$ cat src/game_pkg.sv
//####################################################################
// level geometry is fixed for a 64 x 64 character on a 1024 x 768 screen.
// every table value must stay at or above the character size offsets.
//####################################################################

package game_pkg;

    localparam int HOR_PIXELS  = 1024;
    localparam int VER_PIXELS  = 768;
    localparam int CHAR_WIDTH  = 64;
    localparam int CHAR_HEIGHT = 64;
    localparam int POS_W       = 11;

    typedef enum logic [1:0] {
        SLOPE_FLAT,
        SLOPE_DOWN_RIGHT,      // y grows as x grows.
        SLOPE_UP_RIGHT
    } slope_e;

    typedef enum logic [2:0] {
        CMD_NOP,
        CMD_LEFT,
        CMD_RIGHT,
        CMD_UP,
        CMD_DOWN
    } cmd_e;

    typedef enum logic [2:0] {
        ST_IDLE,
        ST_STEP,
        ST_SETTLE,
        ST_DECIDE,
        ST_FALL
    } move_state_e;

    localparam int LADDER_COUNT  = 4;
    localparam int LADDER_WIDTH  = 32;
    localparam int LADDER_OFFSET = 16;
    localparam int LADDER_HSTART [LADDER_COUNT] = '{300, 700, 150, 850};
    localparam int LADDER_VSTART [LADDER_COUNT] = '{500, 300, 300, 100};
    localparam int LADDER_VSTOP  [LADDER_COUNT] = '{700, 500, 500, 300};

    // ramp boxes are given in character top-left coordinates.
    localparam int RAMP_COUNT = 3;
    localparam int RAMP_RUN   = 8;
    localparam int RAMP_XMIN [RAMP_COUNT] = '{400, 100, 500};
    localparam int RAMP_XMAX [RAMP_COUNT] = '{560, 260, 660};
    localparam int RAMP_YMIN [RAMP_COUNT] = '{420, 620, 220};
    localparam int RAMP_YMAX [RAMP_COUNT] = '{452, 652, 252};
    localparam slope_e RAMP_DIR [RAMP_COUNT] = '{SLOPE_DOWN_RIGHT, SLOPE_UP_RIGHT,
                                                 SLOPE_DOWN_RIGHT};

    // landing heights are already reduced by the character height.
    localparam int EDGE_COUNT = 3;
    localparam int EDGE_XMIN [EDGE_COUNT] = '{900, 0, 900};
    localparam int EDGE_XMAX [EDGE_COUNT] = '{960, 40, 960};
    localparam int EDGE_YMIN [EDGE_COUNT] = '{430, 230, 30};
    localparam int EDGE_YMAX [EDGE_COUNT] = '{440, 240, 42};
    localparam int EDGE_LAND [EDGE_COUNT] = '{636, 436, 236};

    localparam logic [1:0] REG_CMD    = 2'd0;
    localparam logic [1:0] REG_X      = 2'd1;
    localparam logic [1:0] REG_Y      = 2'd2;
    localparam logic [1:0] REG_STATUS = 2'd3;

endpackage
$ cat src/char_top.sv
//####################################################################
// host waits on the status busy bit, there is no internal back-pressure.
//####################################################################

module char_top (
    input  logic        clk,
    input  logic        rst,
    input  logic        wb_cyc,
    input  logic        wb_stb,
    input  logic        wb_we,
    input  logic [1:0]  wb_adr,
    input  logic [15:0] wb_dat_w,
    output logic        wb_ack,
    output logic [15:0] wb_dat_r
);

    import game_pkg::*;

    logic               busy;
    logic               cmd_start;
    cmd_e               cmd_op;
    logic [7:0]         cmd_steps;
    logic               load_x;
    logic               load_y;
    logic [POS_W-1:0]   load_val;
    logic               step_en;
    cmd_e               step_op;
    logic               fall_en;
    logic [POS_W-1:0]   xpos;
    logic [POS_W-1:0]   ypos;
    logic               landed;
    logic               ladder;
    logic [POS_W-1:0]   limit_ymin;
    logic [POS_W-1:0]   limit_ymax;
    slope_e             slope;
    logic               on_edge;
    logic [POS_W-1:0]   land_y;

    wb_regs u_wb_regs (
        .clk, .rst, .wb_cyc, .wb_stb, .wb_we, .wb_adr, .wb_dat_w,
        .busy, .xpos, .ypos, .ladder, .slope, .on_edge,
        .wb_ack, .wb_dat_r, .cmd_start, .cmd_op, .cmd_steps,
        .load_x, .load_y, .load_val
    );

    move_ctrl u_move_ctrl (
        .clk, .rst, .cmd_start, .cmd_op, .cmd_steps, .ladder, .on_edge, .landed,
        .busy, .step_en, .step_op, .fall_en
    );

    pos_update u_pos_update (
        .clk, .rst, .load_x, .load_y, .load_val, .step_en, .step_op, .fall_en,
        .slope, .limit_ymin, .limit_ymax, .land_y, .xpos, .ypos, .landed
    );

    map_control u_map_control (
        .clk, .rst, .xpos, .ypos, .ladder, .limit_ymin, .limit_ymax,
        .slope, .on_edge, .land_y
    );

endmodule

$ cat src/wb_regs.sv
//####################################################################
// one ack per strobe, the master must drop stb before the next cycle.
// writes to command and position registers are dropped while busy.
//####################################################################

module wb_regs (
    input  logic                        clk,
    input  logic                        rst,
    input  logic                        wb_cyc,
    input  logic                        wb_stb,
    input  logic                        wb_we,
    input  logic [1:0]                  wb_adr,
    input  logic [15:0]                 wb_dat_w,
    input  logic                        busy,
    input  logic [game_pkg::POS_W-1:0]  xpos,
    input  logic [game_pkg::POS_W-1:0]  ypos,
    input  logic                        ladder,
    input  game_pkg::slope_e            slope,
    input  logic                        on_edge,
    output logic                        wb_ack,
    output logic [15:0]                 wb_dat_r,
    output logic                        cmd_start,
    output game_pkg::cmd_e              cmd_op,
    output logic [7:0]                  cmd_steps,
    output logic                        load_x,
    output logic                        load_y,
    output logic [game_pkg::POS_W-1:0]  load_val
);

    import game_pkg::*;

    logic   bus_cycle;
    logic   stb_seen;
    logic   ack_now;
    logic   wr_ok;

    assign bus_cycle = wb_cyc && wb_stb;
    assign ack_now   = bus_cycle && !wb_ack && !stb_seen;
    assign wr_ok     = ack_now && wb_we && !busy;

    always_ff @(posedge clk) begin
        if (rst) begin
            wb_ack    <= 1'b0;
            stb_seen  <= 1'b0;
            cmd_start <= 1'b0;
            load_x    <= 1'b0;
            load_y    <= 1'b0;
        end else begin
            wb_ack    <= ack_now;
            stb_seen  <= bus_cycle;     // low again once the master drops the strobe.
            cmd_start <= wr_ok && (wb_adr == REG_CMD);
            load_x    <= wr_ok && (wb_adr == REG_X);
            load_y    <= wr_ok && (wb_adr == REG_Y);
        end
    end

    always_ff @(posedge clk) begin
        if (wr_ok) begin
            cmd_op    <= cmd_e'(wb_dat_w[2:0]);
            cmd_steps <= wb_dat_w[15:8];
            load_val  <= wb_dat_w[POS_W-1:0];
        end
        if (ack_now) begin
            case (wb_adr)
                REG_X:      wb_dat_r <= 16'(xpos);
                REG_Y:      wb_dat_r <= 16'(ypos);
                REG_STATUS: wb_dat_r <= {11'd0, on_edge, slope, ladder, busy};
                default:    wb_dat_r <= 16'd0;      // the command register reads as zero.
            endcase
        end
    end

endmodule

$ cat src/pos_update.sv
//####################################################################
// ramp correction applies only when x really moved by one pixel.
// a fall never passes land_y, it snaps there if already below it.
//####################################################################

module pos_update (
    input  logic                        clk,
    input  logic                        rst,
    input  logic                        load_x,
    input  logic                        load_y,
    input  logic [game_pkg::POS_W-1:0]  load_val,
    input  logic                        step_en,
    input  game_pkg::cmd_e              step_op,
    input  logic                        fall_en,
    input  game_pkg::slope_e            slope,
    input  logic [game_pkg::POS_W-1:0]  limit_ymin,
    input  logic [game_pkg::POS_W-1:0]  limit_ymax,
    input  logic [game_pkg::POS_W-1:0]  land_y,
    output logic [game_pkg::POS_W-1:0]  xpos,
    output logic [game_pkg::POS_W-1:0]  ypos,
    output logic                        landed
);

    import game_pkg::*;

    logic [POS_W-1:0]   x_nxt;
    logic [POS_W-1:0]   y_nxt;
    logic               x_moved;

    always_ff @(posedge clk) begin
        if (rst) begin
            xpos <= '0;
            ypos <= '0;
        end else begin
            xpos <= x_nxt;
            ypos <= y_nxt;
        end
    end

    always_comb begin
        x_nxt   = xpos;
        y_nxt   = ypos;
        x_moved = 1'b0;
        if (load_x || load_y) begin
            if (load_x) x_nxt = load_val;
            if (load_y) y_nxt = load_val;
        end else if (fall_en) begin
            y_nxt = (ypos < land_y) ? ypos + 1'b1 : land_y;
        end else if (step_en) begin
            case (step_op)
                CMD_LEFT:  if (xpos != '0) begin
                    x_nxt   = xpos - 1'b1;
                    x_moved = 1'b1;
                end
                CMD_RIGHT: if (int'(xpos) < HOR_PIXELS - CHAR_WIDTH) begin
                    x_nxt   = xpos + 1'b1;
                    x_moved = 1'b1;
                end
                CMD_UP:    if (ypos > limit_ymin) y_nxt = ypos - 1'b1;
                CMD_DOWN:  if (ypos < limit_ymax) y_nxt = ypos + 1'b1;
                default:   x_moved = 1'b0;
            endcase
            // on a ramp y follows the slope once every RAMP_RUN pixels of x.
            if (x_moved && (slope != SLOPE_FLAT) && ((int'(x_nxt) % RAMP_RUN) == 0)) begin
                if ((slope == SLOPE_DOWN_RIGHT) == (step_op == CMD_RIGHT))
                    y_nxt = ypos + 1'b1;
                else
                    y_nxt = ypos - 1'b1;
            end
        end
    end

    assign landed = fall_en && (ypos == land_y);

endmodule

$ cat src/move_ctrl.sv
//####################################################################
// one step costs three clocks, so map flags are fresh in ST_DECIDE.
// a climb step away from a ladder is skipped but still counted.
//####################################################################

module move_ctrl (
    input  logic            clk,
    input  logic            rst,
    input  logic            cmd_start,
    input  game_pkg::cmd_e  cmd_op,
    input  logic [7:0]      cmd_steps,
    input  logic            ladder,
    input  logic            on_edge,
    input  logic            landed,
    output logic            busy,
    output logic            step_en,
    output game_pkg::cmd_e  step_op,
    output logic            fall_en
);

    import game_pkg::*;

    move_state_e    state;
    move_state_e    state_nxt;
    logic [7:0]     steps_left;
    logic [7:0]     steps_left_nxt;
    cmd_e           op_nxt;
    logic           horizontal;
    logic           cmd_valid;

    assign horizontal = (step_op == CMD_LEFT) || (step_op == CMD_RIGHT);
    assign cmd_valid  = (cmd_op inside {CMD_LEFT, CMD_RIGHT, CMD_UP, CMD_DOWN}) &&
                        (cmd_steps != 8'd0);

    always_ff @(posedge clk) begin
        if (rst) begin
            state      <= ST_IDLE;
            steps_left <= 8'd0;
            step_op    <= CMD_NOP;
        end else begin
            state      <= state_nxt;
            steps_left <= steps_left_nxt;
            step_op    <= op_nxt;
        end
    end

    always_comb begin
        state_nxt      = state;
        steps_left_nxt = steps_left;
        op_nxt         = step_op;
        case (state)
            ST_IDLE: begin
                if (cmd_start && cmd_valid) begin   // nop and zero counts never leave idle.
                    op_nxt         = cmd_op;
                    steps_left_nxt = cmd_steps;
                    state_nxt      = ST_STEP;
                end
            end
            ST_STEP: begin
                steps_left_nxt = steps_left - 8'd1;
                state_nxt      = ST_SETTLE;
            end
            ST_SETTLE: begin
                state_nxt = ST_DECIDE;
            end
            ST_DECIDE: begin
                if (horizontal && on_edge) begin
                    state_nxt = ST_FALL;            // the rest of the walk is dropped.
                end else if (steps_left == 8'd0) begin
                    state_nxt = ST_IDLE;
                end else begin
                    state_nxt = ST_STEP;
                end
            end
            ST_FALL: begin
                if (landed) begin
                    state_nxt = ST_IDLE;
                end
            end
            default: begin
                state_nxt = ST_IDLE;
            end
        endcase
    end

    assign busy    = (state != ST_IDLE);
    assign step_en = (state == ST_STEP) && (horizontal || ladder);
    assign fall_en = (state == ST_FALL);

endmodule

$ cat src/map_control.sv
//####################################################################
// outputs follow a position change one clock later.
// limits and landing height hold their last value when nothing matches.
//####################################################################

module map_control (
    input  logic                        clk,
    input  logic                        rst,
    input  logic [game_pkg::POS_W-1:0]  xpos,
    input  logic [game_pkg::POS_W-1:0]  ypos,
    output logic                        ladder,
    output logic [game_pkg::POS_W-1:0]  limit_ymin,
    output logic [game_pkg::POS_W-1:0]  limit_ymax,
    output game_pkg::slope_e            slope,
    output logic                        on_edge,
    output logic [game_pkg::POS_W-1:0]  land_y
);

    import game_pkg::*;

    logic               ladder_nxt;
    logic [POS_W-1:0]   limit_ymin_nxt;
    logic [POS_W-1:0]   limit_ymax_nxt;
    slope_e             slope_nxt;
    logic               on_edge_nxt;
    logic [POS_W-1:0]   land_y_nxt;

    always_ff @(posedge clk) begin : out_reg_blk
        if (rst) begin
            ladder     <= 1'b0;
            limit_ymin <= '0;
            limit_ymax <= '0;
            slope      <= SLOPE_FLAT;
            on_edge    <= 1'b0;
            land_y     <= '0;
        end else begin
            ladder     <= ladder_nxt;
            limit_ymin <= limit_ymin_nxt;
            limit_ymax <= limit_ymax_nxt;
            slope      <= slope_nxt;
            on_edge    <= on_edge_nxt;
            land_y     <= land_y_nxt;
        end
    end

    // the tables are scanned from the top, so the lowest index is written last and wins.
    always_comb begin : ladder_blk
        ladder_nxt     = 1'b0;
        limit_ymin_nxt = limit_ymin;
        limit_ymax_nxt = limit_ymax;
        for (int k = LADDER_COUNT - 1; k >= 0; k--) begin
            if ((int'(ypos) >= LADDER_VSTART[k] - CHAR_HEIGHT) &&
                (int'(ypos) <= LADDER_VSTOP[k]) &&
                (int'(xpos) >= LADDER_HSTART[k] - LADDER_OFFSET) &&
                (int'(xpos) <= LADDER_HSTART[k] - LADDER_OFFSET + LADDER_WIDTH)) begin
                ladder_nxt     = 1'b1;
                limit_ymin_nxt = POS_W'(LADDER_VSTART[k] - CHAR_HEIGHT);
                limit_ymax_nxt = POS_W'(LADDER_VSTOP[k] - CHAR_HEIGHT);
            end
        end
    end

    always_comb begin : ramp_blk
        slope_nxt = SLOPE_FLAT;
        for (int k = RAMP_COUNT - 1; k >= 0; k--) begin
            if ((int'(xpos) >= RAMP_XMIN[k]) && (int'(xpos) <= RAMP_XMAX[k]) &&
                (int'(ypos) >= RAMP_YMIN[k]) && (int'(ypos) <= RAMP_YMAX[k])) begin
                slope_nxt = RAMP_DIR[k];
            end
        end
    end

    always_comb begin : edge_blk
        on_edge_nxt = 1'b0;
        land_y_nxt  = land_y;
        for (int k = EDGE_COUNT - 1; k >= 0; k--) begin
            if ((int'(xpos) >= EDGE_XMIN[k]) && (int'(xpos) <= EDGE_XMAX[k]) &&
                (int'(ypos) >= EDGE_YMIN[k]) && (int'(ypos) <= EDGE_YMAX[k])) begin
                on_edge_nxt = 1'b1;
                land_y_nxt  = POS_W'(EDGE_LAND[k]);
            end
        end
    end

endmodule

$ cat config.mk
export PLATFORM = sky130hd
export DESIGN_NAME = char_top
export DESIGN_NICKNAME = d
export VERILOG_FILES = /design/src/game_pkg.sv /design/src/char_top.sv /design/src/wb_regs.sv /design/src/pos_update.sv /design/src/move_ctrl.sv /design/src/map_control.sv
export SDC_FILE = /design/constraint.sdc
export NUM_CORES = 1
export LEC_CHECK = 0
export BUFFER_PORTS_ARGS = -buffer_cell sky130_fd_sc_hd__clkbuf_2
export CORE_UTILIZATION = 44
export DETAILED_ROUTE_END_ITERATION = 6
export GPL_ROUTABILITY_DRIVEN = 1
export RECOVER_POWER = 25
export SKIP_CTS_REPAIR_TIMING = 1
export SLEW_MARGIN = 20
export SYNTH_ARGS = -nofsm -noshare
export SYNTH_HDL_FRONTEND = slang
export SYNTH_SLANG_ARGS = --single-unit
$ cat constraint.sdc
create_clock -name clk -period 3.9 [get_ports clk]
set_input_delay 0.195 -clock clk [delete_from_list [all_inputs] [get_ports clk]]
set_output_delay 0.195 -clock clk [all_outputs]
set_load 0.1 [all_outputs]
* After elaboration in Yosys (flattened, before gate mapping) *
Cells that the tools add are included.

storage, ports and cells
  register bits = 106
  input bits = 23
  output and inout port bits = 17
  logic and storage cells = 226

cells by class
  equal/unequal tests = 27
  $lt $le $gt $ge = 39
  add/subtract/negate cells = 5
  multiplexer cells = 55
  reductions and logical operators = 75

operators by type and width
  operator                                                             count
  two-way mux 11 bit                                                   18
  <= comparator 11 x 10 -> 1 bit, second input constant                7
  two-way mux 10 bit                                                   7
  greater-or-equal comparator 11 x 9 -> 1 bit, second input constant   6
  <= comparator 11 x 9 -> 1 bit, second input constant                 6
  greater-or-equal comparator 11 x 10 -> 1 bit, second input constant  4
  greater-or-equal comparator 11 x 8 -> 1 bit, second input constant   4
  one-hot mux 11 bit (2 select lines)                                  2
  logical AND 1 bit                                                    42
  two-way mux 9 bit                                                    4
  <= comparator 11 x 8 -> 1 bit, second input constant                 3
  one-hot mux 11 bit (3 select lines)                                  1
  zero test 32 bit                                                     1
  adder 11 x 1 -> 11 bit, second input constant                        2
  <= comparator 11 x 6 -> 1 bit, second input constant                 2
  < comparator 11 x 10 -> 1 bit                                        2
  subtractor 11 x 1 -> 11 bit, second input constant                   2
  == test 3 x 2 -> 1 bit, second input constant                        6
  one-hot mux 8 bit (2 select lines)                                   1
  two-way mux 1 bit                                                    15
  one-hot mux 3 bit (5 select lines)                                   1
  nonzero test 3 bit                                                   5
  == test 11 x 10 -> 1 bit                                             1
  greater-or-equal comparator 11 x 5 -> 1 bit, second input constant   1
  other kinds (33)                                                     58

* Depth between registers and ports, before layout *
  depth after elaboration = 13
  gate-level depth with buffers = 11

* By module *
Synthesis repeated with hierarchy kept, for this count alone.

unflattened totals
  cells, all modules = 849
  area total of the unflattened synthesis = 7,139.3 sq um

modules (own cells, without submodules)
  module       cells an instance  times used  sequential area each (sq um)  area each (sq um)
  pos_update   444                1           440.4                         3,239.4
  map_control  232                1           320.3                         1,771.7
  wb_regs      76                 1           910.9                         1,272.5
  move_ctrl    97                 1           280.3                         855.8

* Least setup slack after synthesis *
OpenSTA, ideal clock, no wires.

  path type = reg-to-reg
  from = register u_pos_update.xpos[0] (netlist bit)
  to = register u_pos_update.ypos[3] (netlist bit)
  library setup time = 0.103 ns
  setup slack = 0.910 ns
  period minus slack after synthesis = 2.990 ns
  buffers on the path = 1
  cell stages (with the launch flop) = 11
  data required time = 3.797 ns
  arrival = 2.886 ns
  path through = dfxtp_1 > inv_1 > ha_1 > or4bb_1 > o311ai_4 > o221ai_2 > or4_1 > buf_2 > a21o_1 > a41o_1 > a2111oi_2

between the ends
  word-level cells in the longest chain between the ends = 12
  elaborated cells between the ends (all ways) = 27
  those cells by class = add/sub: 2; order compare: 1; eq/ne: 2; mux: 16; reduce/logical: 6

ends and longest elaborated chain
  item                                                                                       RTL line          RTL
  from (decl)                                                                                pos_update.sv:19  output logic [game_pkg::POS_W-1:0] xpos,
  from (signal assigned)                                                                     pos_update.sv:35  xpos <= x_nxt;
  adder 11 x 1 -> 11 bit, or another cell as far along                                       pos_update.sv:56  x_nxt = xpos + 1'b1;
  two-way mux 11 bit, or another cell as far along                                           pos_update.sv:55  CMD_RIGHT: if (int'(xpos) < HOR_PIXELS - CHAR_WIDTH) begin
  one-hot mux 11 bit (2 select lines) or one-hot mux 1 bit (2 select lines) (tied branches)  pos_update.sv:50  case (step_op)
  two-way mux 11 bit or two-way mux 1 bit (tied branches)                                    pos_update.sv:49  end else if (step_en) begin
  two-way mux 11 bit or two-way mux 1 bit (tied branches)                                    pos_update.sv:47  end else if (fall_en) begin
  two-way mux 11 bit or two-way mux 1 bit (tied branches)                                    pos_update.sv:44  if (load_x || load_y) begin
  zero test 32 bit or logical AND 1 bit (tied branches)                                      pos_update.sv:64  if (x_moved && (slope != SLOPE_FLAT) && ((int'(x_nxt) % RAMP_RUN) == 0)) begin
  logical AND 1 bit *                                                                        pos_update.sv:64
  two-way mux 11 bit                                                                         pos_update.sv:64
  two-way mux 11 bit                                                                         pos_update.sv:49
  two-way mux 11 bit                                                                         pos_update.sv:47
  two-way mux 11 bit                                                                         pos_update.sv:44
  to (signal assigned)                                                                       pos_update.sv:36  ypos <= y_nxt;
  to (decl)                                                                                  pos_update.sv:20  output logic [game_pkg::POS_W-1:0] ypos,

Every way passes the cells marked *; elsewhere a longest branch is shown, timed or not. The select of a mux whose other input is x is not followed.
A chain may end at the register's enable or synchronous reset.

* Final worst setup path *
  from = register u_pos_update.xpos[1] (netlist bit)
  to = register u_pos_update.ypos[3] (netlist bit)

Same word-level chain as after synthesis.

==> reports/metrics.cfg <==
[routing]
via_count = 6155
wl_per_cell_um = 21.0
ant_nets = 0
drt_iter0_drc = 597
vias_per_cell = 6.52
route.detailed.drc = 0
wl_um = 19800
dr.pass1.iters = 5

[placed_design]
hpwlAfterDp_um = 14600
globalplace.congestion = 0.994
portBuffers = 34

[cts]
clk_path_buf_depth = 2
tritoncts = done
cts_root_buffer = clkbuf_16
insertion_delay_ns = 0.36
numCtsBuffers = 9
cts_num_sinks = 84
path_clk_slew_ns = 0.07
htree_levels = 3

[yosys]
syn_area_um2 = 6080
netlist_top_cells_count = nor2_1, nand2_1, dfxtp_1
synth_largest_area_cell = dfxtp_1
ys.flop_type = dfxtp_1
netlist.area_leader.share_pct = 18.8
synth_cells = 753
synth_warnings = 0
synth_async_sr_flop_share_pct = 0
ys_types = 82
yosys-top-cells-area = dfxtp_1, edfxtp_1, ha_1
synth_edf_count = 27
ys_seq_area_share_pct = 32.1
ys_ff_latch = 84
yosysMostFrequentCell = nor2_1
syn_area_per_cell_um2 = 8.08

[timing]
rsz0062_at_grt = no
finalCriticalPeriod_ns = 3.35
max_slew_margin_pct = -22.2
fmax_mhz = 299
holdWs_ns = 0.00771
period_share_pct = 85.8
fin_worst_skew_ns = 0.0108
tightest_slew_ns = 1.83
setup_viol = 0
final_hold_viol_count = 0
finalMaxSlewViolations = 37
setup-tns-final_ns = 0

[critical_path]
cp_max_fo = 9
worstSetupPathType = reg -> reg
arrival_ns = 3.60
startpoint_type = flop
cp-end-kind = flop
timing.rr.end = u_pos_update.ypos[3]$_SDFFE_PP0P_
crit_end = u_pos_update.ypos[3]$_SDFFE_PP0P_
rr_worst_depth = 9
rrSetupSlack_ns = 0.55
crit_required_ns = 4.16
startpoint = u_pos_update.xpos[1]$_SDFFE_PP0P_
reg2reg_from = u_pos_update.xpos[1]$_SDFFE_PP0P_

[floorplan]
start_util_pct = 45.6
std_cell_rows = 42
die_x_um = 120
die_h_um = 120
die-area_um2 = 14300
io-pin-count = 40
fp.coreArea_um2 = 13300

[run_status]
status = complete, but fails checks
violations = capacitance limit, slew limit

[grt]
grt_pass1_vias = 5605
overflow = 0
grt_pass1_wl_um = 31100
grt_max_degree = 37
track_usage_pct = 28.2
antenna_found_initial = 1

[layout]
fillers = 1295
drive_gt1_share_pct = 11.8
final_nets = 813
antennaDiodeCount = 0
area_delta_synth_final_pct = 10.6

[min_path]
hold_path_startpoint = wb_dat_w[6]
hold_depth = 1
hold_path.class = in -> reg

[pwr]
p_leak_uw = 0.00243
vdd.ir_drop.worst_mv = 0.250
p_per_area_nw_per_um2 = 287

[flow_run]
max_cap_viol_count = 1

-- critical path: stages, from the launching register on --
cell       delay [ns]
dfxtp_1          0.38
inv_1            0.16
ha_1             0.35
or4bb_1          0.57
o311ai_4         0.12
o221ai_2         0.18
or4_1            0.66
a21o_1           0.25
a41o_1           0.25
a2111oi_2        0.34
-- metrics by stage --
stage / instance area [um2] / std cells / setup slack, ns / util, % / total power (uW)
5_1_grt: 6730 / 944 / 0.349 / 50.4 / 2000
4_1_cts: 6700 / 940 / 0.562 / 50.2 / 1950
6_report: 6730 / 944 / 0.553 / 50.4 / 1930
3_3_place_gp: 6400 / 924 / 0.665 / 48.0 / 1090
3_5_place_dp: 6400 / 924 / 0.577 / 48.0 / 1090
2_1_floorplan: 6100 / 757 / 0.910 / - / 1050
-- kinds of logic (layout without fill, tap and decap cells) --
kind of cell / after synthesis / after routing / share of synthesized area (%)
mux: 5 / 5 / 0.844
flops: 84 / 84 / 32.1
simple gates: 299 / 299 / 25.4
other cells: 1 / 5 / 0.0617
buf+inv: 94 / 105 / 6.30
compound gates: 227 / 227 / 27.4
fa+ha+maj: 27 / 27 / 5.56
xor+xnor: 16 / 16 / 2.30
-- worst min-delay path by stage --
stage	endpoint	slack [ns]
finish	u_wb_regs.load_val[6]$_DFFE_PP_	0.008
global route	u_wb_regs.cmd_steps[7]$_DFFE_PP_	0.002
CTS	u_wb_regs.load_val[1]$_DFFE_PP_	-0.0008
floorplan	u_wb_regs.cmd_steps[2]$_DFFE_PP_	0.29
detailed placement	u_wb_regs.cmd_steps[2]$_DFFE_PP_	0.37
global placement	u_wb_regs.load_val[7]$_DFFE_PP_	0.37
-- layout make-up --
type,count,area (um2),area share [%]
Multi-Input combinational cell,579,3770,56.1
Sequential cell,84,1950,29.0
Tap cell,176,220,3.27
Inverter,27,101,1.51
Clock buffer,9,225,3.35
Clock inverter,7,73.8,1.10
Timing Repair Buffer,62,382,5.67
-- sequential cells by signal, indices dropped and copies added, names as in the netlist --
register / cells
u_map_control.ladder: 1
u_map_control.land_y: 6
u_map_control.limit_ymax: 5
u_map_control.limit_ymin: 1
u_map_control.on_edge: 1
u_map_control.slope: 2
u_move_ctrl.state: 3
u_move_ctrl.step_op: 3
u_move_ctrl.steps_left: 8
u_pos_update.xpos: 11
u_pos_update.ypos: 11
u_wb_regs.cmd_start: 1
u_wb_regs.cmd_steps: 6
u_wb_regs.load_val: 10
u_wb_regs.load_x: 1
u_wb_regs.load_y: 1
u_wb_regs.stb_seen: 1
u_wb_regs.wb_ack: 1
u_wb_regs.wb_dat_r: 11
-- where the power goes --
part	internal [uW]	switching, uW	leakage (uW)
clock	454	410	0.000148
sequential	915	12.4	0.000711
combinational	33.6	109	0.00157
total	1400	531	0.00243
-- placed cells by master (no fill, tap or decap), drive strengths merged, types with 5 or more instances in the layout --
master,n
clkbuf,45
o311ai,8
ha,27
or2,7
and3,11
a22o,13
inv,32
a211oi,11
nor2,68
nor3,35
o221ai,6
a31oi,15
nand2,60
o41ai,6
or3,5
nand2b,5
a21o,5
dfxtp,57
nor2b,10
nand3,31
buf,22
a221oi,10
a2111oi,7
nand4b,6
nand3b,7
nor4,18
conb,5
o31ai,8
o21ai,29
xnor2,12
edfxtp,27
a21oi,53
nand4,18
-- routing by layer --
| metal | global-route usage (%) | share of wire, % |
|---|---|---|
| met1 | 38.7 | 43 |
| met2 | 43.4 | 45 |
| met3 | 6.13 | 8.4 |
| met4 | 10.6 | 3.0 |
| met5 | 0 | 0 |
(Power assumes the default switching activity.)
